[src/hdl/bus_defines.svh]
`ifndef BUS_DEFINES_SVH
`define BUS_DEFINES_SVH

// bus geometry
`define BUS_ADDR_W 32
`define BUS_DATA_W 64
`define BUS_STRB_W 8

// top nibble A selects the mmio port
`define MMIO_BASE  32'hA000_0000
`define MMIO_MASK  32'hF000_0000

`define AXI_RESP_OKAY   2'b00
`define AXI_RESP_SLVERR 2'b10

`endif

[src/hdl/axi_pkg.sv]
`default_nettype none
`include "bus_defines.svh"

package axi_pkg;

  // one bus address
  typedef logic [`BUS_ADDR_W-1:0] addr_t;

  // one 64-bit beat
  typedef logic [`BUS_DATA_W-1:0] data_t;

  typedef logic [`BUS_STRB_W-1:0] strb_t; // byte enables per beat

  // okay / slverr etc
  typedef logic [1:0] resp_t;

endpackage

`default_nettype wire

[src/hdl/lsu_pkg.sv]
`default_nettype none

package lsu_pkg;

  // access width of a load or store
  typedef enum logic [1:0] {
    BYTE  = 2'd0,
    HALF  = 2'd1,
    WORD  = 2'd2,
    DWORD = 2'd3
  } size_e;

  typedef logic [31:0] instr_t; // one rv instruction

endpackage

`default_nettype wire

[src/hdl/axil_if.sv]
`timescale 1ns/1ns
`default_nettype none

interface axil_if (
  input logic clk,
  input logic reset_i
);

  logic           aw_valid;
  logic           aw_ready;
  axi_pkg::addr_t aw_addr;

  logic           w_valid;
  logic           w_ready;
  axi_pkg::data_t w_data;
  axi_pkg::strb_t w_strb;

  logic           b_valid;
  logic           b_ready;
  axi_pkg::resp_t b_resp;

  logic           ar_valid;
  logic           ar_ready;
  axi_pkg::addr_t ar_addr;

  logic           r_valid;
  logic           r_ready;
  axi_pkg::data_t r_data;
  axi_pkg::resp_t r_resp;

  modport master (
    input  clk, reset_i,
    output aw_valid, aw_addr, w_valid, w_data, w_strb, b_ready,
    output ar_valid, ar_addr, r_ready,
    input  aw_ready, w_ready, b_valid, b_resp, ar_ready, r_valid, r_data, r_resp
  );

  modport slave (
    input  clk, reset_i,
    input  aw_valid, aw_addr, w_valid, w_data, w_strb, b_ready,
    input  ar_valid, ar_addr, r_ready,
    output aw_ready, w_ready, b_valid, b_resp, ar_ready, r_valid, r_data, r_resp
  );

endinterface

`default_nettype wire

[src/hdl/fetch_port.sv]
`timescale 1ns/1ns
`default_nettype none
`include "bus_defines.svh"

module fetch_port (
  input  logic            clk,
  input  logic            reset_i,
  input  logic            fetch_valid_i,
  input  axi_pkg::addr_t  fetch_addr_i,
  output logic            fetch_ready_o,
  output logic            fetch_rvalid_o,
  output lsu_pkg::instr_t fetch_instr_o,
  output logic            fetch_err_o,
  axil_if.master          bus_o
);

  typedef enum logic [1:0] {
    S_IDLE,
    S_ADDR, // ar out, waiting for ar_ready
    S_DATA  // waiting for the beat
  } state_e;

  state_e         state_q;
  axi_pkg::addr_t addr_q;

  always_ff @(posedge clk) begin
    if (reset_i) begin
      state_q        <= S_IDLE;
      fetch_rvalid_o <= 1'b0;
    end else begin
      fetch_rvalid_o <= 1'b0;
      case (state_q)
        S_IDLE: begin
          if (fetch_valid_i) begin
            state_q <= S_ADDR;
          end
        end
        S_ADDR: begin
          if (bus_o.ar_ready) begin
            state_q <= S_DATA;
          end
        end
        S_DATA: begin
          if (bus_o.r_valid) begin
            state_q        <= S_IDLE;
            fetch_rvalid_o <= 1'b1;
          end
        end
        default: state_q <= S_IDLE;
      endcase
    end
  end

  always_ff @(posedge clk) begin
    if (fetch_valid_i && fetch_ready_o) begin
      addr_q <= fetch_addr_i;
    end
    if (state_q == S_DATA && bus_o.r_valid) begin
      // bit 2 picks the half of the beat
      fetch_instr_o <= addr_q[2] ? bus_o.r_data[63:32] : bus_o.r_data[31:0];
      fetch_err_o   <= (bus_o.r_resp != `AXI_RESP_OKAY);
    end
  end

  assign fetch_ready_o = (state_q == S_IDLE);

  assign bus_o.ar_valid = (state_q == S_ADDR);
  assign bus_o.ar_addr  = {addr_q[`BUS_ADDR_W-1:3], 3'b000}; // beat aligned
  assign bus_o.r_ready  = (state_q == S_DATA);

  // read-only agent, write side parked
  assign bus_o.aw_valid = 1'b0;
  assign bus_o.aw_addr  = '0;
  assign bus_o.w_valid  = 1'b0;
  assign bus_o.w_data   = '0;
  assign bus_o.w_strb   = '0;
  assign bus_o.b_ready  = 1'b0;

  a_ar_stable: assert property (@(posedge clk) disable iff (reset_i)
    bus_o.ar_valid && !bus_o.ar_ready |=> bus_o.ar_valid && $stable(bus_o.ar_addr));

endmodule

`default_nettype wire

[src/hdl/ls_port.sv]
`timescale 1ns/1ns
`default_nettype none
`include "bus_defines.svh"

module ls_port (
  input  logic            clk,
  input  logic            reset_i,
  input  logic            ls_valid_i,
  input  logic            ls_we_i,
  input  axi_pkg::addr_t  ls_addr_i,
  input  lsu_pkg::size_e  ls_size_i,
  input  logic            ls_unsigned_i,
  input  axi_pkg::data_t  ls_wdata_i,
  output logic            ls_ready_o,
  output logic            ls_done_o,
  output axi_pkg::data_t  ls_rdata_o,
  output logic            ls_err_o,
  axil_if.master          bus_o
);

  typedef enum logic [1:0] {
    S_IDLE,
    S_RD_ADDR,
    S_RD_DATA,
    S_WRITE    // aw/w outstanding, then b
  } state_e;

  state_e         state_q;
  logic           aw_pend_q;
  logic           w_pend_q;
  axi_pkg::addr_t addr_q;
  lsu_pkg::size_e size_q;
  logic           unsigned_q;
  axi_pkg::data_t wdata_q;
  axi_pkg::strb_t strb_q;

  logic           accept;
  logic           misalign;
  axi_pkg::strb_t strb_base;
  axi_pkg::data_t rshift;
  axi_pkg::data_t load_fmt;
  logic           r_fire;
  logic           b_fire;

  assign accept = ls_valid_i && ls_ready_o;
  assign r_fire = (state_q == S_RD_DATA) && bus_o.r_valid;
  assign b_fire = bus_o.b_valid && bus_o.b_ready;

  // alignment and lane mask from size
  always_comb begin
    case (ls_size_i)
      lsu_pkg::BYTE: begin
        misalign  = 1'b0;
        strb_base = 8'h01;
      end
      lsu_pkg::HALF: begin
        misalign  = ls_addr_i[0];
        strb_base = 8'h03;
      end
      lsu_pkg::WORD: begin
        misalign  = |ls_addr_i[1:0];
        strb_base = 8'h0f;
      end
      default: begin
        misalign  = |ls_addr_i[2:0];
        strb_base = 8'hff;
      end
    endcase
  end

  // bring the addressed bytes down to lane 0, then extend
  assign rshift = bus_o.r_data >> {addr_q[2:0], 3'b000};

  always_comb begin
    case (size_q)
      lsu_pkg::BYTE:
        load_fmt = {{56{rshift[7] & ~unsigned_q}}, rshift[7:0]};
      lsu_pkg::HALF:
        load_fmt = {{48{rshift[15] & ~unsigned_q}}, rshift[15:0]};
      lsu_pkg::WORD:
        load_fmt = {{32{rshift[31] & ~unsigned_q}}, rshift[31:0]};
      default:
        load_fmt = rshift;
    endcase
  end

  always_ff @(posedge clk) begin
    if (reset_i) begin
      state_q   <= S_IDLE;
      aw_pend_q <= 1'b0;
      w_pend_q  <= 1'b0;
      ls_done_o <= 1'b0;
    end else begin
      ls_done_o <= 1'b0;
      case (state_q)
        S_IDLE: begin
          if (accept && misalign) begin
            ls_done_o <= 1'b1; // rejected, nothing on the bus
          end else if (accept && ls_we_i) begin
            state_q   <= S_WRITE;
            aw_pend_q <= 1'b1;
            w_pend_q  <= 1'b1;
          end else if (accept) begin
            state_q <= S_RD_ADDR;
          end
        end
        S_RD_ADDR: begin
          if (bus_o.ar_ready) begin
            state_q <= S_RD_DATA;
          end
        end
        S_RD_DATA: begin
          if (bus_o.r_valid) begin
            state_q   <= S_IDLE;
            ls_done_o <= 1'b1;
          end
        end
        default: begin
          // aw and w complete on their own
          if (bus_o.aw_ready) begin
            aw_pend_q <= 1'b0;
          end
          if (bus_o.w_ready) begin
            w_pend_q <= 1'b0;
          end
          if (b_fire) begin
            state_q   <= S_IDLE;
            ls_done_o <= 1'b1;
          end
        end
      endcase
    end
  end

  always_ff @(posedge clk) begin
    if (accept) begin
      addr_q     <= ls_addr_i;
      size_q     <= ls_size_i;
      unsigned_q <= ls_unsigned_i;
      wdata_q    <= ls_wdata_i << {ls_addr_i[2:0], 3'b000};
      strb_q     <= strb_base << ls_addr_i[2:0];
    end
    if (accept && misalign) begin
      ls_err_o <= 1'b1;
    end else if (r_fire) begin
      ls_rdata_o <= load_fmt;
      ls_err_o   <= (bus_o.r_resp != `AXI_RESP_OKAY);
    end else if (b_fire) begin
      ls_err_o <= (bus_o.b_resp != `AXI_RESP_OKAY);
    end
  end

  assign ls_ready_o = (state_q == S_IDLE);

  assign bus_o.ar_valid = (state_q == S_RD_ADDR);
  assign bus_o.ar_addr  = {addr_q[`BUS_ADDR_W-1:3], 3'b000};
  assign bus_o.r_ready  = (state_q == S_RD_DATA);
  assign bus_o.aw_valid = aw_pend_q;
  assign bus_o.aw_addr  = {addr_q[`BUS_ADDR_W-1:3], 3'b000};
  assign bus_o.w_valid  = w_pend_q;
  assign bus_o.w_data   = wdata_q;
  assign bus_o.w_strb   = strb_q;
  assign bus_o.b_ready  = (state_q == S_WRITE) && !aw_pend_q && !w_pend_q;

  a_no_rd_wr_overlap: assert property (@(posedge clk) disable iff (reset_i)
    !(bus_o.ar_valid && bus_o.aw_valid));

  a_strb_nonzero: assert property (@(posedge clk) disable iff (reset_i)
    bus_o.w_valid |-> bus_o.w_strb != '0);

endmodule

`default_nettype wire

[src/hdl/axil_crossbar.sv]
`timescale 1ns/1ns
`default_nettype none
`include "bus_defines.svh"

module axil_crossbar (
  input logic    clk,
  input logic    reset_i,
  axil_if.slave  fetch_s,
  axil_if.slave  ls_s,
  axil_if.master mem_m,
  axil_if.master mmio_m
);

  function automatic logic is_mmio(input axi_pkg::addr_t addr);
    return (addr & `MMIO_MASK) == `MMIO_BASE;
  endfunction

  logic           rd_lock_q;   // grant frozen from first ar_valid to r
  logic           rd_open_q;   // ar done, r pending
  logic           rd_own_ls_q;
  logic           rd_mmio_q;
  logic           wr_busy_q;
  logic           wr_mmio_q;

  logic           own_ls;
  logic           ar_valid;
  axi_pkg::addr_t ar_addr;
  logic           ar_mmio;
  logic           ar_ready;
  logic           ar_fire;
  logic           r_valid;
  logic           r_ready;
  logic           r_fire;
  axi_pkg::data_t r_data;
  axi_pkg::resp_t r_resp;
  logic           wr_mmio;
  logic           b_fire;

  // read arbitration, ls wins while unlocked
  assign own_ls   = rd_lock_q ? rd_own_ls_q : ls_s.ar_valid;
  assign ar_valid = own_ls ? ls_s.ar_valid : fetch_s.ar_valid;
  assign ar_addr  = own_ls ? ls_s.ar_addr : fetch_s.ar_addr;
  assign ar_mmio  = is_mmio(ar_addr);
  assign ar_ready = ar_mmio ? mmio_m.ar_ready : mem_m.ar_ready;
  assign ar_fire  = ar_valid && ar_ready;

  assign mem_m.ar_valid   = ar_valid && !ar_mmio;
  assign mmio_m.ar_valid  = ar_valid && ar_mmio;
  assign mem_m.ar_addr    = ar_addr;
  assign mmio_m.ar_addr   = ar_addr;
  assign fetch_s.ar_ready = !own_ls && ar_ready;
  assign ls_s.ar_ready    = own_ls && ar_ready;

  // r back to whoever owns the open read
  assign r_valid = rd_open_q && (rd_mmio_q ? mmio_m.r_valid : mem_m.r_valid);
  assign r_data  = rd_mmio_q ? mmio_m.r_data : mem_m.r_data;
  assign r_resp  = rd_mmio_q ? mmio_m.r_resp : mem_m.r_resp;
  assign r_ready = rd_own_ls_q ? ls_s.r_ready : fetch_s.r_ready;
  assign r_fire  = r_valid && r_ready;

  assign mem_m.r_ready   = rd_open_q && !rd_mmio_q && r_ready;
  assign mmio_m.r_ready  = rd_open_q && rd_mmio_q && r_ready;
  assign fetch_s.r_valid = r_valid && !rd_own_ls_q;
  assign ls_s.r_valid    = r_valid && rd_own_ls_q;
  assign fetch_s.r_data  = r_data;
  assign ls_s.r_data     = r_data;
  assign fetch_s.r_resp  = r_resp;
  assign ls_s.r_resp     = r_resp;

  always_ff @(posedge clk) begin
    if (reset_i) begin
      rd_lock_q   <= 1'b0;
      rd_open_q   <= 1'b0;
      rd_own_ls_q <= 1'b0;
      rd_mmio_q   <= 1'b0;
    end else begin
      if (!rd_lock_q) begin
        rd_own_ls_q <= own_ls;
      end
      if (ar_fire) begin
        rd_mmio_q <= ar_mmio;
      end
      if (r_fire) begin
        rd_lock_q <= 1'b0;
        rd_open_q <= 1'b0;
      end else begin
        if (ar_valid) begin
          rd_lock_q <= 1'b1;
        end
        if (ar_fire) begin
          rd_open_q <= 1'b1;
        end
      end
    end
  end

  // writes only from ls, route follows aw until b
  assign wr_mmio = wr_busy_q ? wr_mmio_q : is_mmio(ls_s.aw_addr);
  assign b_fire  = ls_s.b_valid && ls_s.b_ready;

  assign mem_m.aw_valid  = ls_s.aw_valid && !wr_mmio;
  assign mmio_m.aw_valid = ls_s.aw_valid && wr_mmio;
  assign mem_m.aw_addr   = ls_s.aw_addr;
  assign mmio_m.aw_addr  = ls_s.aw_addr;
  assign ls_s.aw_ready   = wr_mmio ? mmio_m.aw_ready : mem_m.aw_ready;

  assign mem_m.w_valid   = ls_s.w_valid && !wr_mmio;
  assign mmio_m.w_valid  = ls_s.w_valid && wr_mmio;
  assign mem_m.w_data    = ls_s.w_data;
  assign mmio_m.w_data   = ls_s.w_data;
  assign mem_m.w_strb    = ls_s.w_strb;
  assign mmio_m.w_strb   = ls_s.w_strb;
  assign ls_s.w_ready    = wr_mmio ? mmio_m.w_ready : mem_m.w_ready;

  assign mem_m.b_ready   = ls_s.b_ready && !wr_mmio;
  assign mmio_m.b_ready  = ls_s.b_ready && wr_mmio;
  assign ls_s.b_valid    = wr_mmio ? mmio_m.b_valid : mem_m.b_valid;
  assign ls_s.b_resp     = wr_mmio ? mmio_m.b_resp : mem_m.b_resp;

  always_ff @(posedge clk) begin
    if (reset_i) begin
      wr_busy_q <= 1'b0;
      wr_mmio_q <= 1'b0;
    end else if (b_fire) begin
      wr_busy_q <= 1'b0;
    end else if (ls_s.aw_valid && !wr_busy_q) begin
      wr_busy_q <= 1'b1;
      wr_mmio_q <= is_mmio(ls_s.aw_addr);
    end
  end

  // fetch has no write side
  assign fetch_s.aw_ready = 1'b0;
  assign fetch_s.w_ready  = 1'b0;
  assign fetch_s.b_valid  = 1'b0;
  assign fetch_s.b_resp   = `AXI_RESP_OKAY;

  // only one master may be waiting for read data
  a_one_owner: assert property (@(posedge clk) disable iff (reset_i)
    $onehot0({fetch_s.r_ready, ls_s.r_ready}));

  // relies on both ports holding ar low until their r
  a_no_second_ar: assert property (@(posedge clk) disable iff (reset_i)
    rd_open_q |-> !(mem_m.ar_valid || mmio_m.ar_valid));

endmodule

`default_nettype wire

[src/hdl/mem_bus_top.sv]
`timescale 1ns/1ns
`default_nettype none

module mem_bus_top (
  input  logic            clk,
  input  logic            reset_i,

  input  logic            fetch_valid_i,
  input  axi_pkg::addr_t  fetch_addr_i,
  output logic            fetch_ready_o,
  output logic            fetch_rvalid_o,
  output lsu_pkg::instr_t fetch_instr_o,
  output logic            fetch_err_o,

  input  logic            ls_valid_i,
  input  logic            ls_we_i,
  input  axi_pkg::addr_t  ls_addr_i,
  input  lsu_pkg::size_e  ls_size_i,
  input  logic            ls_unsigned_i,
  input  axi_pkg::data_t  ls_wdata_i,
  output logic            ls_ready_o,
  output logic            ls_done_o,
  output axi_pkg::data_t  ls_rdata_o,
  output logic            ls_err_o,

  // main memory
  output logic            mem_aw_valid_o,
  input  logic            mem_aw_ready_i,
  output axi_pkg::addr_t  mem_aw_addr_o,
  output logic            mem_w_valid_o,
  input  logic            mem_w_ready_i,
  output axi_pkg::data_t  mem_w_data_o,
  output axi_pkg::strb_t  mem_w_strb_o,
  input  logic            mem_b_valid_i,
  output logic            mem_b_ready_o,
  input  axi_pkg::resp_t  mem_b_resp_i,
  output logic            mem_ar_valid_o,
  input  logic            mem_ar_ready_i,
  output axi_pkg::addr_t  mem_ar_addr_o,
  input  logic            mem_r_valid_i,
  output logic            mem_r_ready_o,
  input  axi_pkg::data_t  mem_r_data_i,
  input  axi_pkg::resp_t  mem_r_resp_i,

  // mmio
  output logic            mmio_aw_valid_o,
  input  logic            mmio_aw_ready_i,
  output axi_pkg::addr_t  mmio_aw_addr_o,
  output logic            mmio_w_valid_o,
  input  logic            mmio_w_ready_i,
  output axi_pkg::data_t  mmio_w_data_o,
  output axi_pkg::strb_t  mmio_w_strb_o,
  input  logic            mmio_b_valid_i,
  output logic            mmio_b_ready_o,
  input  axi_pkg::resp_t  mmio_b_resp_i,
  output logic            mmio_ar_valid_o,
  input  logic            mmio_ar_ready_i,
  output axi_pkg::addr_t  mmio_ar_addr_o,
  input  logic            mmio_r_valid_i,
  output logic            mmio_r_ready_o,
  input  axi_pkg::data_t  mmio_r_data_i,
  input  axi_pkg::resp_t  mmio_r_resp_i
);

  axil_if fetch_bus (.clk(clk), .reset_i(reset_i));
  axil_if ls_bus    (.clk(clk), .reset_i(reset_i));
  axil_if mem_bus   (.clk(clk), .reset_i(reset_i));
  axil_if mmio_bus  (.clk(clk), .reset_i(reset_i));

  fetch_port fetch_port_u (
    .clk            (clk),
    .reset_i        (reset_i),
    .fetch_valid_i  (fetch_valid_i),
    .fetch_addr_i   (fetch_addr_i),
    .fetch_ready_o  (fetch_ready_o),
    .fetch_rvalid_o (fetch_rvalid_o),
    .fetch_instr_o  (fetch_instr_o),
    .fetch_err_o    (fetch_err_o),
    .bus_o          (fetch_bus.master)
  );

  ls_port ls_port_u (
    .clk           (clk),
    .reset_i       (reset_i),
    .ls_valid_i    (ls_valid_i),
    .ls_we_i       (ls_we_i),
    .ls_addr_i     (ls_addr_i),
    .ls_size_i     (ls_size_i),
    .ls_unsigned_i (ls_unsigned_i),
    .ls_wdata_i    (ls_wdata_i),
    .ls_ready_o    (ls_ready_o),
    .ls_done_o     (ls_done_o),
    .ls_rdata_o    (ls_rdata_o),
    .ls_err_o      (ls_err_o),
    .bus_o         (ls_bus.master)
  );

  axil_crossbar axil_crossbar_u (
    .clk     (clk),
    .reset_i (reset_i),
    .fetch_s (fetch_bus.slave),
    .ls_s    (ls_bus.slave),
    .mem_m   (mem_bus.master),
    .mmio_m  (mmio_bus.master)
  );

  assign mem_aw_valid_o   = mem_bus.aw_valid;
  assign mem_bus.aw_ready = mem_aw_ready_i;
  assign mem_aw_addr_o    = mem_bus.aw_addr;
  assign mem_w_valid_o    = mem_bus.w_valid;
  assign mem_bus.w_ready  = mem_w_ready_i;
  assign mem_w_data_o     = mem_bus.w_data;
  assign mem_w_strb_o     = mem_bus.w_strb;
  assign mem_bus.b_valid  = mem_b_valid_i;
  assign mem_b_ready_o    = mem_bus.b_ready;
  assign mem_bus.b_resp   = mem_b_resp_i;
  assign mem_ar_valid_o   = mem_bus.ar_valid;
  assign mem_bus.ar_ready = mem_ar_ready_i;
  assign mem_ar_addr_o    = mem_bus.ar_addr;
  assign mem_bus.r_valid  = mem_r_valid_i;
  assign mem_r_ready_o    = mem_bus.r_ready;
  assign mem_bus.r_data   = mem_r_data_i;
  assign mem_bus.r_resp   = mem_r_resp_i;

  assign mmio_aw_valid_o   = mmio_bus.aw_valid;
  assign mmio_bus.aw_ready = mmio_aw_ready_i;
  assign mmio_aw_addr_o    = mmio_bus.aw_addr;
  assign mmio_w_valid_o    = mmio_bus.w_valid;
  assign mmio_bus.w_ready  = mmio_w_ready_i;
  assign mmio_w_data_o     = mmio_bus.w_data;
  assign mmio_w_strb_o     = mmio_bus.w_strb;
  assign mmio_bus.b_valid  = mmio_b_valid_i;
  assign mmio_b_ready_o    = mmio_bus.b_ready;
  assign mmio_bus.b_resp   = mmio_b_resp_i;
  assign mmio_ar_valid_o   = mmio_bus.ar_valid;
  assign mmio_bus.ar_ready = mmio_ar_ready_i;
  assign mmio_ar_addr_o    = mmio_bus.ar_addr;
  assign mmio_bus.r_valid  = mmio_r_valid_i;
  assign mmio_r_ready_o    = mmio_bus.r_ready;
  assign mmio_bus.r_data   = mmio_r_data_i;
  assign mmio_bus.r_resp   = mmio_r_resp_i;

endmodule

`default_nettype wire

[config.mk]
export PLATFORM = sky130hd
export DESIGN_NAME = mem_bus_top
export DESIGN_NICKNAME = d
export VERILOG_FILES = /design/src/hdl/axi_pkg.sv /design/src/hdl/lsu_pkg.sv /design/src/hdl/axil_if.sv /design/src/hdl/fetch_port.sv /design/src/hdl/ls_port.sv /design/src/hdl/axil_crossbar.sv /design/src/hdl/mem_bus_top.sv
export VERILOG_INCLUDE_DIRS = /design/src /design/src/hdl
export SDC_FILE = /design/constraint.sdc
export NUM_CORES = 1
export LEC_CHECK = 0
export BUFFER_PORTS_ARGS = -buffer_cell sky130_fd_sc_hd__buf_2
export CAP_MARGIN = 20
export CORE_AREA = 2 2 262 264
export DETAILED_ROUTE_END_ITERATION = 6
export DIE_AREA = 0 0 264 266
export PLACE_DENSITY = 0.51
export SYNTH_ARGS = -nofsm -noshare
export SYNTH_HDL_FRONTEND = slang
export SYNTH_SLANG_ARGS = --single-unit
[constraint.sdc]
create_clock -name clk -period 8.5 [get_ports clk]
set_clock_uncertainty 0.1 [all_clocks]
set_input_delay 2.125 -clock clk [delete_from_list [all_inputs] [get_ports clk]]
set_output_delay 2.125 -clock clk [all_outputs]
set_load 0.03 [all_outputs]
Word level (Yosys, flattened, before mapping). Index checks and enable logic that the tools add are counted. W data, S select, Z words.

Shifts and indexed selects: 3. Equality and inequality tests: 19. Bitwise operators: 8. Reductions and logical operators: 59. Multiplexer cells: 41.

Operators by type and width (count): $pmux W64 S3 (1); $mux W32 (2); $mux W64 (1); $shl A64 B6 Y64 (1); $shr A64 B6 Y64 (1); $logic_and A1 B1 Y1 (29); $pmux W8 S3 (1); $mux W2 (11); $mux W1 (19); $ne A2 B2 Y1 const B (7); $pmux W2 S3 (2); $eq A2 B2 Y1 const B (5); $reduce_bool A2 Y1 (5); $reduce_or A2 Y1 (5); $eq A2 B1 Y1 const B (4); $eq A4 B4 Y1 const B (2); $logic_not A1 Y1 (8); $logic_not A2 Y1 (4); $reduce_and A4 Y1 (2); $shl A8 B3 Y8 (1); $pmux W1 S3 (2); $not A1 Y1 (5); $reduce_and A5 Y1 (1); $pmux W1 S2 (2); 6 further kinds (9).

Logic and storage cells: 152. Register bits after elaboration: 251. Output and inout port bits: 384. Input bits: 282.

Depth between registers and ports, before layout. Gate-level depths: netlist of run 1.

Depth in word-level cells: 8. Gate-level depth with buffers: 9. Depth with buffers taken out: 7.

Hierarchy. From an unflattened synthesis of run 1, not the netlist that was laid out.

Cell total of the unflattened synthesis: 1585. Area total of the unflattened synthesis: 17480.5 µm².

Modules (own cells, without submodules): ls_port (cells each 846, area an instance 9815.7 µm², times used 1, sequential area each 5255.0 µm²); axil_crossbar (cells each 484, area an instance 4040.1 µm², times used 1, sequential area each 120.1 µm²); fetch_port (cells each 255, area an instance 3624.7 µm², times used 1, sequential area each 1951.9 µm²).

Worst setup path after synthesis of run 1. No wires, ideal clock.

Path type: input-to-reg. From: input ls_valid_i. To: register ls_port_u.ls_rdata_o[0] (enable). Required time: 7.914 ns. Arrival: 6.707 ns. Setup time: 0.486 ns. Slack: 1.206 ns. Path buffers: 0. Stages: 3. Cells stage by stage: and2_1 > nor3b_1 > nor2_1.

Cells in the longest elaborated chain, start to end: 4.

RTL lines: start, declared (RTL line mem_bus_top.sv:15) `input logic ls_valid_i,`; $logic_and A1 B1 Y1 (RTL line ls_port.sv:45) `assign accept = ls_valid_i && ls_ready_o;`; $logic_and A1 B1 Y1 (RTL line ls_port.sv:143) `if (accept && misalign) begin`; $not A1 Y1 (no line); $reduce_and A2 Y1 (no line); end signal, assigned (RTL line ls_port.sv:146) `ls_rdata_o <= load_fmt;`; end, declared (RTL line ls_port.sv:16) `output axi_pkg::data_t ls_rdata_o,`.

Every way passes these cells. A chain may end at the register's enable or synchronous reset.

Worst setup path after layout of run 1.
From: register ls_port_u.state_q[1]. To: output mem_ar_valid_o.

Cells in the longest elaborated chain, start to end: 6. Elaborated cells on any way between the ends: 7. Classes of those cells: eq/ne (2); mux (3); reduce/logical (2).

RTL lines: start, declared (RTL line ls_port.sv:28) `state_e state_q;`; start signal, assigned (RTL line ls_port.sv:89) `state_q <= S_IDLE;`; start signal, assigned (RTL line ls_port.sv:100) `state_q <= S_WRITE;`; start signal, assigned (RTL line ls_port.sv:104) `state_q <= S_RD_ADDR;`; $eq A2 B1 Y1 (*) (RTL line ls_port.sv:155) `assign bus_o.ar_valid = (state_q == S_RD_ADDR);`; $mux W1 (RTL line axil_crossbar.sv:40) `assign own_ls = rd_lock_q ? rd_own_ls_q : ls_s.ar_valid;`; $mux W32 (RTL line axil_crossbar.sv:42) `assign ar_addr = own_ls ? ls_s.ar_addr : fetch_s.ar_addr;`; $eq A4 B4 Y1 (no line); $logic_not A1 Y1 (RTL line axil_crossbar.sv:47) `assign mem_m.ar_valid = ar_valid && !ar_mmio;`; $logic_and A1 B1 Y1 (*) (RTL line axil_crossbar.sv:47); end, declared (RTL line mem_bus_top.sv:37) `output logic mem_ar_valid_o,`.

Mark *: on every way between the ends. The rest lies on a longest branch, timed or not.

==> results.py, run 1 <==
metrics = {
    "status": {
        "outcome": "complete, no violations",
    },
    "floorplanning": {
        "placementRows": 96,
        "io_pins": 666,
        "die_area_um2": 70220,
        "dieWidth_um": 264,
        "die-height_um": 266,
        "core-area_um2": 67750,
        "start_util_pct": 22.36,
    },
    "worst_hold_path": {
        "worstHoldPathType": "flip-flop to flip-flop",
    },
    "setup_path": {
        "cp.required_ns": 6.28,
        "critPathMaxFanout": 30,
        "worstPathArrival_ns": 2.99,
        "cp_top_family": "buffers and inverters",
        "path_buf_inv": 4,
        "criticalPathCategory": "flip-flop to output port",
        "critPathMaxStageDelay_ns": 0.49,
        "crit_top_cell": "inv_1",
        "cp-start-kind": "flip-flop",
        "slowest_stage": "mux2i_1",
        "critical_path.endpoint_type": "output port",
        "path_cells": "inv_1, ha_1, mux2i_4, buf_4, mux2i_1, inv_1, nor2_1, buf_2",
    },
    "cells_and_area": {
        "multi_input_area_um2": 6143,
        "regArea_um2": 7331,
        "area_growth_pct": 26.19,
        "drive_above_1_share_pct": 53.01,
        "fill_cells": 7126,
        "nNetsFinal": 1958,
    },
    "run": {
        "maxCapViolCount": 0,
    },
    "grt": {
        "gr-total-overflow": 0,
        "grt_pass1_wl_mm": 82.94,
        "grt_pass1_vias": 12080,
        "antenna_found_initial": 7,
        "grt_use_total_pct": 15.90,
        "grt_max_degree": 73,
    },
    "sta": {
        "period_minus_slack_ns": 5.219,
        "hold_viol": 0,
        "drv_slew": 0,
        "slew-limit-headroom_pct": 28.72,
        "finalSetupTns_ns": 0,
        "fmaxAchievable_mhz": 191.6,
        "tightest_slew_ns": 1.067,
        "post-route-period-util_pct": 61.40,
        "rsz0062_at_grt": "no",
        "setup_violations": 0,
        "fin_ws_ns": 3.281,
    },
    "place": {
        "dp.final_hpwl_mm": 45.75,
        "numPortBuffers": 651,
        "gp_congestion": 0.9306,
        "dpl_worst_slack_ns": 3.487,
    },
    "clock_tree": {
        "cts-resized-gates": 0,
        "tritoncts": "done",
        "cts.sinks": 249,
        "clk_pin_slew_ns": 0.06,
        "numCtsBuffers": 31,
        "root_buffer": "clkbuf_16",
        "post_cts_buffers": 0,
        "clockBufferDepth": 3,
        "cts_hold_buf": 0,
        "h-tree-depth": 1,
        "insertion_delay_ns": 0.60,
    },
    "routing": {
        "vias_per_cell": 4.684,
        "drt_wl_total_mm": 58.93,
        "wl_per_cell_um": 22.84,
        "drc": 0,
        "vias": 12080,
        "dr.pass1.iters": 5,
        "drtIter0Drc": 1049,
        "ant_nets": 0,
    },
    "power": {
        "netSwitchingFraction_pct": 40.52,
        "power.leakage_nw": 7.764,
        "seqPwrFrac_pct": 34.2,
        "power_mw": 4.968,
        "irDropWorstVdd_mv": 0.1813,
        "powerDensity_nw_per_um2": 259.9,
        "clkPwrFrac_pct": 28.2,
        "p_switching_mw": 2.013,
        "p_int_mw": 2.955,
        "combPwrFrac_pct": 37.6,
    },
    "yosys": {
        "yosysTopAreaCell": "edfxtp_1",
        "synth_area_leaders": "edfxtp_1 (46%), mux4_2 (15%), buf_4 (9.0%)",
        "synthArstFlopShare_pct": 0,
        "synth.most_common_cell": "edfxtp_1",
        "synth_edf_count": 234,
        "yosysTopAreaCellShare_pct": 46.38,
        "synth_flop_cell": "edfxtp_1",
        "yosysSeqAreaShare_pct": 48.36,
        "yosysWarnings": 0,
        "ys_types": 58,
        "syn_area_per_cell_um2": 12.51,
        "syn-instance-count": 1211,
        "synth_common_cells": "edfxtp_1 (234), buf_4 (182), mux4_2 (102)",
        "syn_area_um2": 15150,
        "ys_ff_latch": 249,
    },
}
[sequential cells by signal (all words and copies together), names as in the netlist]
signal,cells
ls_port_u.bus_o.w_data,64
ls_port_u.ls_rdata_o,64
fetch_port_u.fetch_instr_o,32
ls_port_u.addr_q,32
fetch_port_u.addr_q,30
ls_port_u.bus_o.w_strb,8
fetch_port_u.state_q,2
ls_port_u.size_q,2
ls_port_u.state_q,2
axil_crossbar_u.rd_lock_q,1
axil_crossbar_u.rd_mmio_q,1
axil_crossbar_u.rd_open_q,1
axil_crossbar_u.rd_own_ls_q,1
axil_crossbar_u.wr_busy_q,1
axil_crossbar_u.wr_mmio_q,1
fetch_port_u.fetch_err_o,1
fetch_port_u.fetch_rvalid_o,1
ls_port_u.bus_o.aw_valid,1
ls_port_u.bus_o.w_valid,1
ls_port_u.ls_done_o,1
ls_port_u.ls_err_o,1
ls_port_u.unsigned_q,1
[cell type report]
cell class / count / area share, %
flip-flops and latches: 249 / 38.35
multi-input cells: 699 / 32.14
repair buffers: 669 / 17.76
well taps: 882 / 5.773
clock buffers: 36 / 4.156
clock inverters: 21 / 1.381
inverters: 20 / 0.3927
diodes: 4 / 0.05236
[path summary, 6_finish.rpt]
kind	to	depth (start not counted)	startpoint	slack, ns
min	ls_port_u.bus_o.w_valid	2	ls_port_u.bus_o.w_valid	0.43
min reg2reg	ls_port_u.bus_o.w_valid	2	ls_port_u.bus_o.w_valid	0.43
max reg2reg	ls_port_u.ls_rdata_o[18]	7	axil_crossbar_u.rd_mmio_q	4.67
max	mem_ar_valid_o	8	ls_port_u.state_q[1]	3.28
[worst register-to-register path: stages (launching register included)]
cell and delay (ns):
dfxtp_4 0.73, buf_4 0.60, mux4_2 0.66, a22o_1 0.23, a41o_1 0.22, o21ai_2 0.36
buf_4 0.44, o21ai_0 0.20
[cells in the final DEF (no fill, tap or decap), types with 3 or more instances in the layout]
cell type | synthesis | layout
buf_2 | 23 | 650
edfxtp_1 | 234 | 234
mux4_2 | 102 | 102
nand2_1 | 80 | 80
nor2_1 | 75 | 74
mux2_2 | 65 | 65
a21oi_1 | 62 | 62
mux2i_1 | 46 | 46
o21ai_0 | 38 | 38
clkbuf_16 | 0 | 31
nor3_1 | 23 | 23
nor2b_1 | 22 | 22
and2_1 | 23 | 22
inv_1 | 19 | 19
nand3_1 | 19 | 19
buf_4 | 182 | 19
o211ai_1 | 18 | 18
o22ai_1 | 17 | 17
dfxtp_1 | 15 | 14
a211oi_1 | 12 | 12
conb_1 | 1 | 12
nand2b_1 | 8 | 8
a31oi_1 | 8 | 8
a21o_1 | 8 | 8
clkinvlp_4 | 0 | 8
a2bb2oi_1 | 7 | 7
ha_1 | 6 | 6
or2_2 | 5 | 5
bufinv_16 | 0 | 5
clkbuf_1 | 43 | 5
diode_2 | 0 | 4
nor3b_1 | 4 | 4
or3_1 | 4 | 4
clkinv_1 | 0 | 4
a22o_1 | 3 | 3
[stage by stage]
step / utilization (%) / area, um^2 / instances / hold slack (ns)
CTS: 28.20 / 19110 / 2576 / 0.4294
finish: 28.22 / 19120 / 2580 / 0.4272
global route: 28.21 / 19110 / 2577 / 0.4556
detailed placement: 26.64 / 18050 / 2519 / 0.4182
floorplan: - / 15190 / 1222 / 0.3650
global placement: 26.64 / 18050 / 2519 / 0.3886
[layer usage]
layer	track usage [%]	vias to the layer above	wire (um)
li1	-	5329	-
met1	18.25	5989	21820
met2	28.50	652	29880
met3	3.022	110	4401
met4	7.432	4	2800
met5	0	-	23
[cells by family (layout without fill, tap and decap cells)]
group | Yosys count | after routing | synth area share, %
mux | 215 | 215 | 23.20
buf+inv | 274 | 746 | 11.49
flops | 249 | 249 | 48.36
fa+ha+maj | 6 | 6 | 0.4955
simple gates | 272 | 272 | 8.474
compound gates | 194 | 194 | 7.954
other cells | 1 | 16 | 0.02475
[power groups by stage]
stage,registers (mW),logic [mW],clock network (mW)
2_1_floorplan,1.85,1.32,0
3_3_place_gp,1.72,1.87,0
3_5_place_dp,1.72,1.87,0
4_1_cts,1.70,1.88,1.45
5_1_grt,1.71,1.97,1.49
6_report,1.70,1.87,1.40
No activity file was read; power rests on OpenSTA's default activity.
==> run 2, diff against run 1 <==
--- a/config.mk
+++ b/config.mk
@@ -8,10 +8,10 @@
 export LEC_CHECK = 0
 export BUFFER_PORTS_ARGS = -buffer_cell sky130_fd_sc_hd__buf_2
 export CAP_MARGIN = 20
-export CORE_AREA = 2 2 262 264
+export CORE_AREA = 2 2 260 262
 export DETAILED_ROUTE_END_ITERATION = 6
-export DIE_AREA = 0 0 264 266
-export PLACE_DENSITY = 0.51
+export DIE_AREA = 0 0 262 264
+export PLACE_DENSITY = 0.53
 export SYNTH_ARGS = -nofsm -noshare
 export SYNTH_HDL_FRONTEND = slang
 export SYNTH_SLANG_ARGS = --single-unit
==> constraint.sdc (replaced) <==
create_clock -name clk -period 4.35 [get_ports clk]
set_clock_uncertainty 0.1 [all_clocks]
set_input_delay 1.0875 -clock clk [delete_from_list [all_inputs] [get_ports clk]]
set_output_delay 1.0875 -clock clk [all_outputs]
set_load 0.03 [all_outputs]
==> results.py, run 2 (synthesis results as in run 1) <==
metrics = {
    "place": {
        "dp.final_hpwl_mm": 48.83,
        "numPortBuffers": 651,
        "dpl.cell_count": 2526,
        "gp_congestion": 0.9304,
    },
    "routing": {
        "drt_wl_total_mm": 61.82,
        "dr.pass1.iters": 5,
        "vias_per_cell": 4.720,
        "vias": 12220,
        "drc": 0,
        "wl_per_cell_um": 23.88,
        "ant_nets": 0,
        "drtIter0Drc": 1032,
    },
    "clock_tree": {
        "clockBufferDepth": 3,
        "tritoncts": "done",
        "cts-resized-gates": 0,
        "root_buffer": "clkbuf_16",
        "post_cts_buffers": 0,
        "h-tree-depth": 1,
        "cts_hold_buf": 0,
        "cts.sinks": 249,
        "insertion_delay_ns": 0.59,
        "numCtsBuffers": 31,
        "clk_pin_slew_ns": 0.06,
    },
    "cells_and_area": {
        "fill_cells": 6952,
        "area_growth_pct": 27.05,
        "drive_above_1_share_pct": 53.48,
        "final_cell_mix": "buf_2 (650), edfxtp_1 (234), mux4_2 (102)",
        "nNetsFinal": 1974,
        "fin_cells": 2589,
        "layout_commonest_cell": "buf_2",
    },
    "setup_path": {
        "critPathMaxStageDelay_ns": 0.45,
        "worstPathArrival_ns": 2.67,
        "critical_path.endpoint_type": "output port",
        "path_cells": "inv_1, ha_1, mux2i_4, buf_4, mux2_2, buf_2",
        "slowest_stage": "mux2_2",
        "cp.required_ns": 3.16,
        "critPathMaxFanout": 31,
        "cp-start-kind": "flip-flop",
        "criticalPathCategory": "flip-flop to output port",
    },
    "power": {
        "power_mw": 9.670,
        "power.leakage_nw": 7.863,
        "powerDensity_nw_per_um2": 502.4,
        "irDropWorstVdd_mv": 0.3402,
    },
    "sta": {
        "rsz0062_at_grt": "no",
        "drv_slew": 0,
        "finalSetupTns_ns": 0,
        "period_minus_slack_ns": 3.857,
        "post-route-period-util_pct": 88.66,
        "fmaxAchievable_mhz": 259.3,
        "tightest_slew_ns": 1.045,
        "hold_viol": 0,
        "setup_violations": 0,
        "slew-limit-headroom_pct": 30.31,
    },
    "floorplanning": {
        "die-height_um": 264,
        "io_pins": 666,
        "core-area_um2": 66560,
        "placementRows": 95,
        "die_area_um2": 69170,
        "dieWidth_um": 262,
        "start_util_pct": 22.76,
    },
    "status": {
        "outcome": "complete, no violations",
    },
    "grt": {
        "gr-total-overflow": 0,
        "grt_use_total_pct": 16.88,
        "grt_max_degree": 110,
        "grt_pass1_vias": 12220,
        "antenna_found_initial": 10,
        "grt_pass1_wl_mm": 85.30,
    },
    "worst_hold_path": {
        "worstHoldPathType": "flip-flop to flip-flop",
    },
    "run": {
        "maxCapViolCount": 0,
    },
}
-- run 2: metrics by stage --
step	util, %	hold WS, ns	setup WS [ns]	instance area [um^2]
global placement	27.35	0.3906	0.9138	18210
finish	28.92	0.4276	0.4932	19250
global route	28.90	0.4469	0.3378	19240
CTS	28.90	0.4241	0.4361	19230
floorplan	-	0.3650	0.5901	15200
detailed placement	27.35	0.4062	0.9367	18210
-- run 2: area by class of cell --
type / instances / area, um^2 / area share [%]
Inverter: 20 / 75.07 / 0.3900
Clock buffer: 34 / 787.0 / 4.089
Sequential cell: 249 / 7331 / 38.09
Multi-Input combinational cell: 699 / 6143 / 31.92
Antenna cell: 5 / 12.51 / 0.06501
Timing Repair Buffer: 685 / 3566 / 18.53
Tap cell: 873 / 1092 / 5.675
Clock inverter: 24 / 240.2 / 1.248
-- run 2: path summary, 6_finish.rpt --
kind | slack [ns] | from | depth (start not counted) | endpoint
setup / recovery | 0.49 | ls_port_u.state_q[1] | 6 | mem_ar_addr_o[22]
hold / removal | 0.43 | axil_crossbar_u.wr_mmio_q | 2 | axil_crossbar_u.wr_mmio_q
setup reg to reg | 1.16 | axil_crossbar_u.rd_mmio_q | 6 | ls_port_u.ls_rdata_o[12]
hold reg to reg | 0.43 | axil_crossbar_u.wr_mmio_q | 2 | axil_crossbar_u.wr_mmio_q
-- run 2: critical path, delay by kind of cell, from the launching register on --
kind | cells | cell delay [ns]
mux | 2 | 0.64
buf+inv | 3 | 0.73
flops | 1 | 0.39
fa+ha+maj | 1 | 0.30
-- run 2: report_power, final --
group	switching [mW]	leakage, nW	internal (mW)	total [mW]
clock network	1.10	0.489	1.54	2.64
logic	2.58	5.05	1.12	3.70
registers	0.260	2.33	3.07	3.33
-- run 2: per-layer routing --
| layer | track usage [%] | vias up | wire, um |
|---|---|---|---|
| met3 | 4.040 | 124 | 5229 |
| met1 | 19.30 | 6046 | 22670 |
| li1 | - | 5362 | - |
| met4 | 7.192 | 12 | 3015 |
| met5 | 0 | - | 80 |
| met2 | 29.78 | 677 | 30820 |
==> run 3, diff against run 2 <==
--- a/config.mk
+++ b/config.mk
@@ -12,6 +12,7 @@
 export DETAILED_ROUTE_END_ITERATION = 6
 export DIE_AREA = 0 0 262 264
 export PLACE_DENSITY = 0.53
+export RECOVER_POWER = 50
 export SYNTH_ARGS = -nofsm -noshare
 export SYNTH_HDL_FRONTEND = slang
 export SYNTH_SLANG_ARGS = --single-unit
==> results.py, run 3 (synthesis results as in run 1) <==
metrics = {
    "floorplanning": {
        "die_area_um2": 69170,
        "placementRows": 95,
        "dieWidth_um": 262,
        "io_pins": 666,
        "start_util_pct": 22.76,
        "core-area_um2": 66560,
        "die-height_um": 264,
    },
    "clock_tree": {
        "numCtsBuffers": 31,
        "cts.sinks": 249,
        "clk_pin_slew_ns": 0.07,
        "cts_hold_buf": 0,
        "h-tree-depth": 1,
        "tritoncts": "done",
        "post_cts_buffers": 0,
        "insertion_delay_ns": 0.59,
        "clockBufferDepth": 3,
        "root_buffer": "clkbuf_16",
        "cts-resized-gates": 0,
    },
    "setup_path": {
        "crit_start": "ls_addr_i[0]",
        "critical_path.endpoint_type": "flip-flop",
        "critPathMaxStageDelay_ns": 1.35,
        "reg2reg_to": "ls_port_u.ls_rdata_o[22]",
        "cp-start-kind": "input port",
        "rr_worst_depth": 6,
        "slowest_stage": "clkbuf_1",
        "critPathCapture": "ls_port_u.bus_o.w_data[60]",
        "criticalPathCategory": "input port to flip-flop",
        "cp.required_ns": 4.60,
        "r2r-start": "axil_crossbar_u.rd_mmio_q",
        "r2r_slack_ns": 0.71,
        "critPathMaxFanout": 36,
        "worstPathArrival_ns": 4.17,
        "path_cells": "clkbuf_1, clkbuf_2, mux4_2, mux2_2",
    },
    "power": {
        "irDropWorstVdd_mv": 0.3396,
        "power.leakage_nw": 7.395,
        "netSwitchingFraction_pct": 40.98,
        "p_switching_mw": 3.949,
        "combPwrFrac_pct": 37.9,
        "seqPwrFrac_pct": 34.6,
        "powerDensity_nw_per_um2": 506.8,
        "clkPwrFrac_pct": 27.4,
        "p_int_mw": 5.687,
    },
    "grt": {
        "grt_pass1_vias": 12220,
        "grt_use_total_pct": 16.88,
        "grt_max_degree": 110,
        "grt_pass1_wl_mm": 85.30,
        "antenna_found_initial": 10,
        "gr-total-overflow": 0,
    },
    "sta": {
        "post-route-period-util_pct": 90.19,
        "rsz0062_at_grt": "no",
        "slew-limit-headroom_pct": -28.43,
        "finalSetupTns_ns": 0,
        "fmaxAchievable_mhz": 254.9,
        "setup_violations": 0,
        "hold_viol": 0,
        "period_minus_slack_ns": 3.923,
        "drv_slew": 178,
        "tightest_slew_ns": 1.927,
    },
    "routing": {
        "drt_wl_total_mm": 61.87,
        "ant_nets": 0,
        "vias_per_cell": 4.697,
        "wl_per_cell_um": 23.89,
        "vias": 12170,
        "drtIter0Drc": 1046,
        "drc": 0,
        "dr.pass1.iters": 5,
    },
    "worst_hold_path": {
        "worstHoldPathType": "flip-flop to flip-flop",
    },
    "place": {
        "placed_area_um2": 18210,
        "numPortBuffers": 651,
        "gp_congestion": 0.9304,
        "dp.final_hpwl_mm": 48.83,
    },
    "cells_and_area": {
        "final_cell_mix": "buf_2 (497), edfxtp_1 (234), clkbuf_1 (163)",
        "fill_cells": 7034,
        "multi_input_area_um2": 6141,
        "nNetsFinal": 1974,
        "area_growth_pct": 25.51,
        "regArea_um2": 7331,
        "drive_above_1_share_pct": 43.66,
        "layout_commonest_cell": "buf_2",
        "final_area_um2": 19010,
    },
    "status": {
        "failed_checks": "capacitance limit, slew limit",
        "outcome": "finished with violations",
    },
    "run": {
        "maxCapViolCount": 3,
    },
}
run 3: power by group through the flow:
stage	registers [mW]	clock network (mW)	logic (mW)
after global placement	3.36	0	3.71
final	3.34	2.64	3.65
after floorplan	3.60	0	2.58
after global routing	3.37	2.81	3.84
after CTS	3.33	2.72	3.73
after detailed placement	3.36	0	3.71
run 3: worst min path at each step:
stage | from | to | cells past startpoint
floorplan | ls_port_u.bus_o.w_valid | ls_port_u.bus_o.w_valid | 2
global placement | axil_crossbar_u.wr_mmio_q | axil_crossbar_u.wr_mmio_q | 2
detailed placement | axil_crossbar_u.wr_mmio_q | axil_crossbar_u.wr_mmio_q | 2
CTS | axil_crossbar_u.wr_mmio_q | axil_crossbar_u.wr_mmio_q | 2
global route | axil_crossbar_u.wr_mmio_q | axil_crossbar_u.wr_mmio_q | 2
finish | axil_crossbar_u.wr_mmio_q | axil_crossbar_u.wr_mmio_q | 2
run 3: critical path, delay by kind of cell:
family | cells | cell delay [ns]
muxes | 2 | 0.88
buffers and inverters | 2 | 2.17
run 3: stage by stage:
stage	power, mW	setup slack [ns]	util, %	cells	hold WS (ns)
after global placement	7.072	0.9138	27.35	2526	0.3906
after global routing	10.02	0.2060	28.55	2585	0.4469
final	9.636	0.4269	28.57	2590	0.4258
after CTS	9.770	0.4361	28.90	2584	0.4241
after detailed placement	7.076	0.9367	27.35	2526	0.4062
after floorplan	6.183	0.5901	-	1222	0.3650
run 3: layout make-up:
cell class,instances,share of cell area [%]
Inverter,20,0.3948
Multi-Input combinational cell,699,32.30
Clock inverter,24,1.263
Sequential cell,249,38.55
Tap cell,873,5.745
Antenna cell,6,0.07896
Timing Repair Buffer,685,17.53
Clock buffer,34,4.139
run 3: metal layers:
metal	up-vias	part of all wire, %	track usage (%)	wire (um)
met4	12	4.7	7.192	2930
met5	-	0.13	0	82
met2	677	50	29.78	30880
li1	5367	-	-	-
met3	114	8.5	4.040	5259
met1	5996	37	19.30	22720
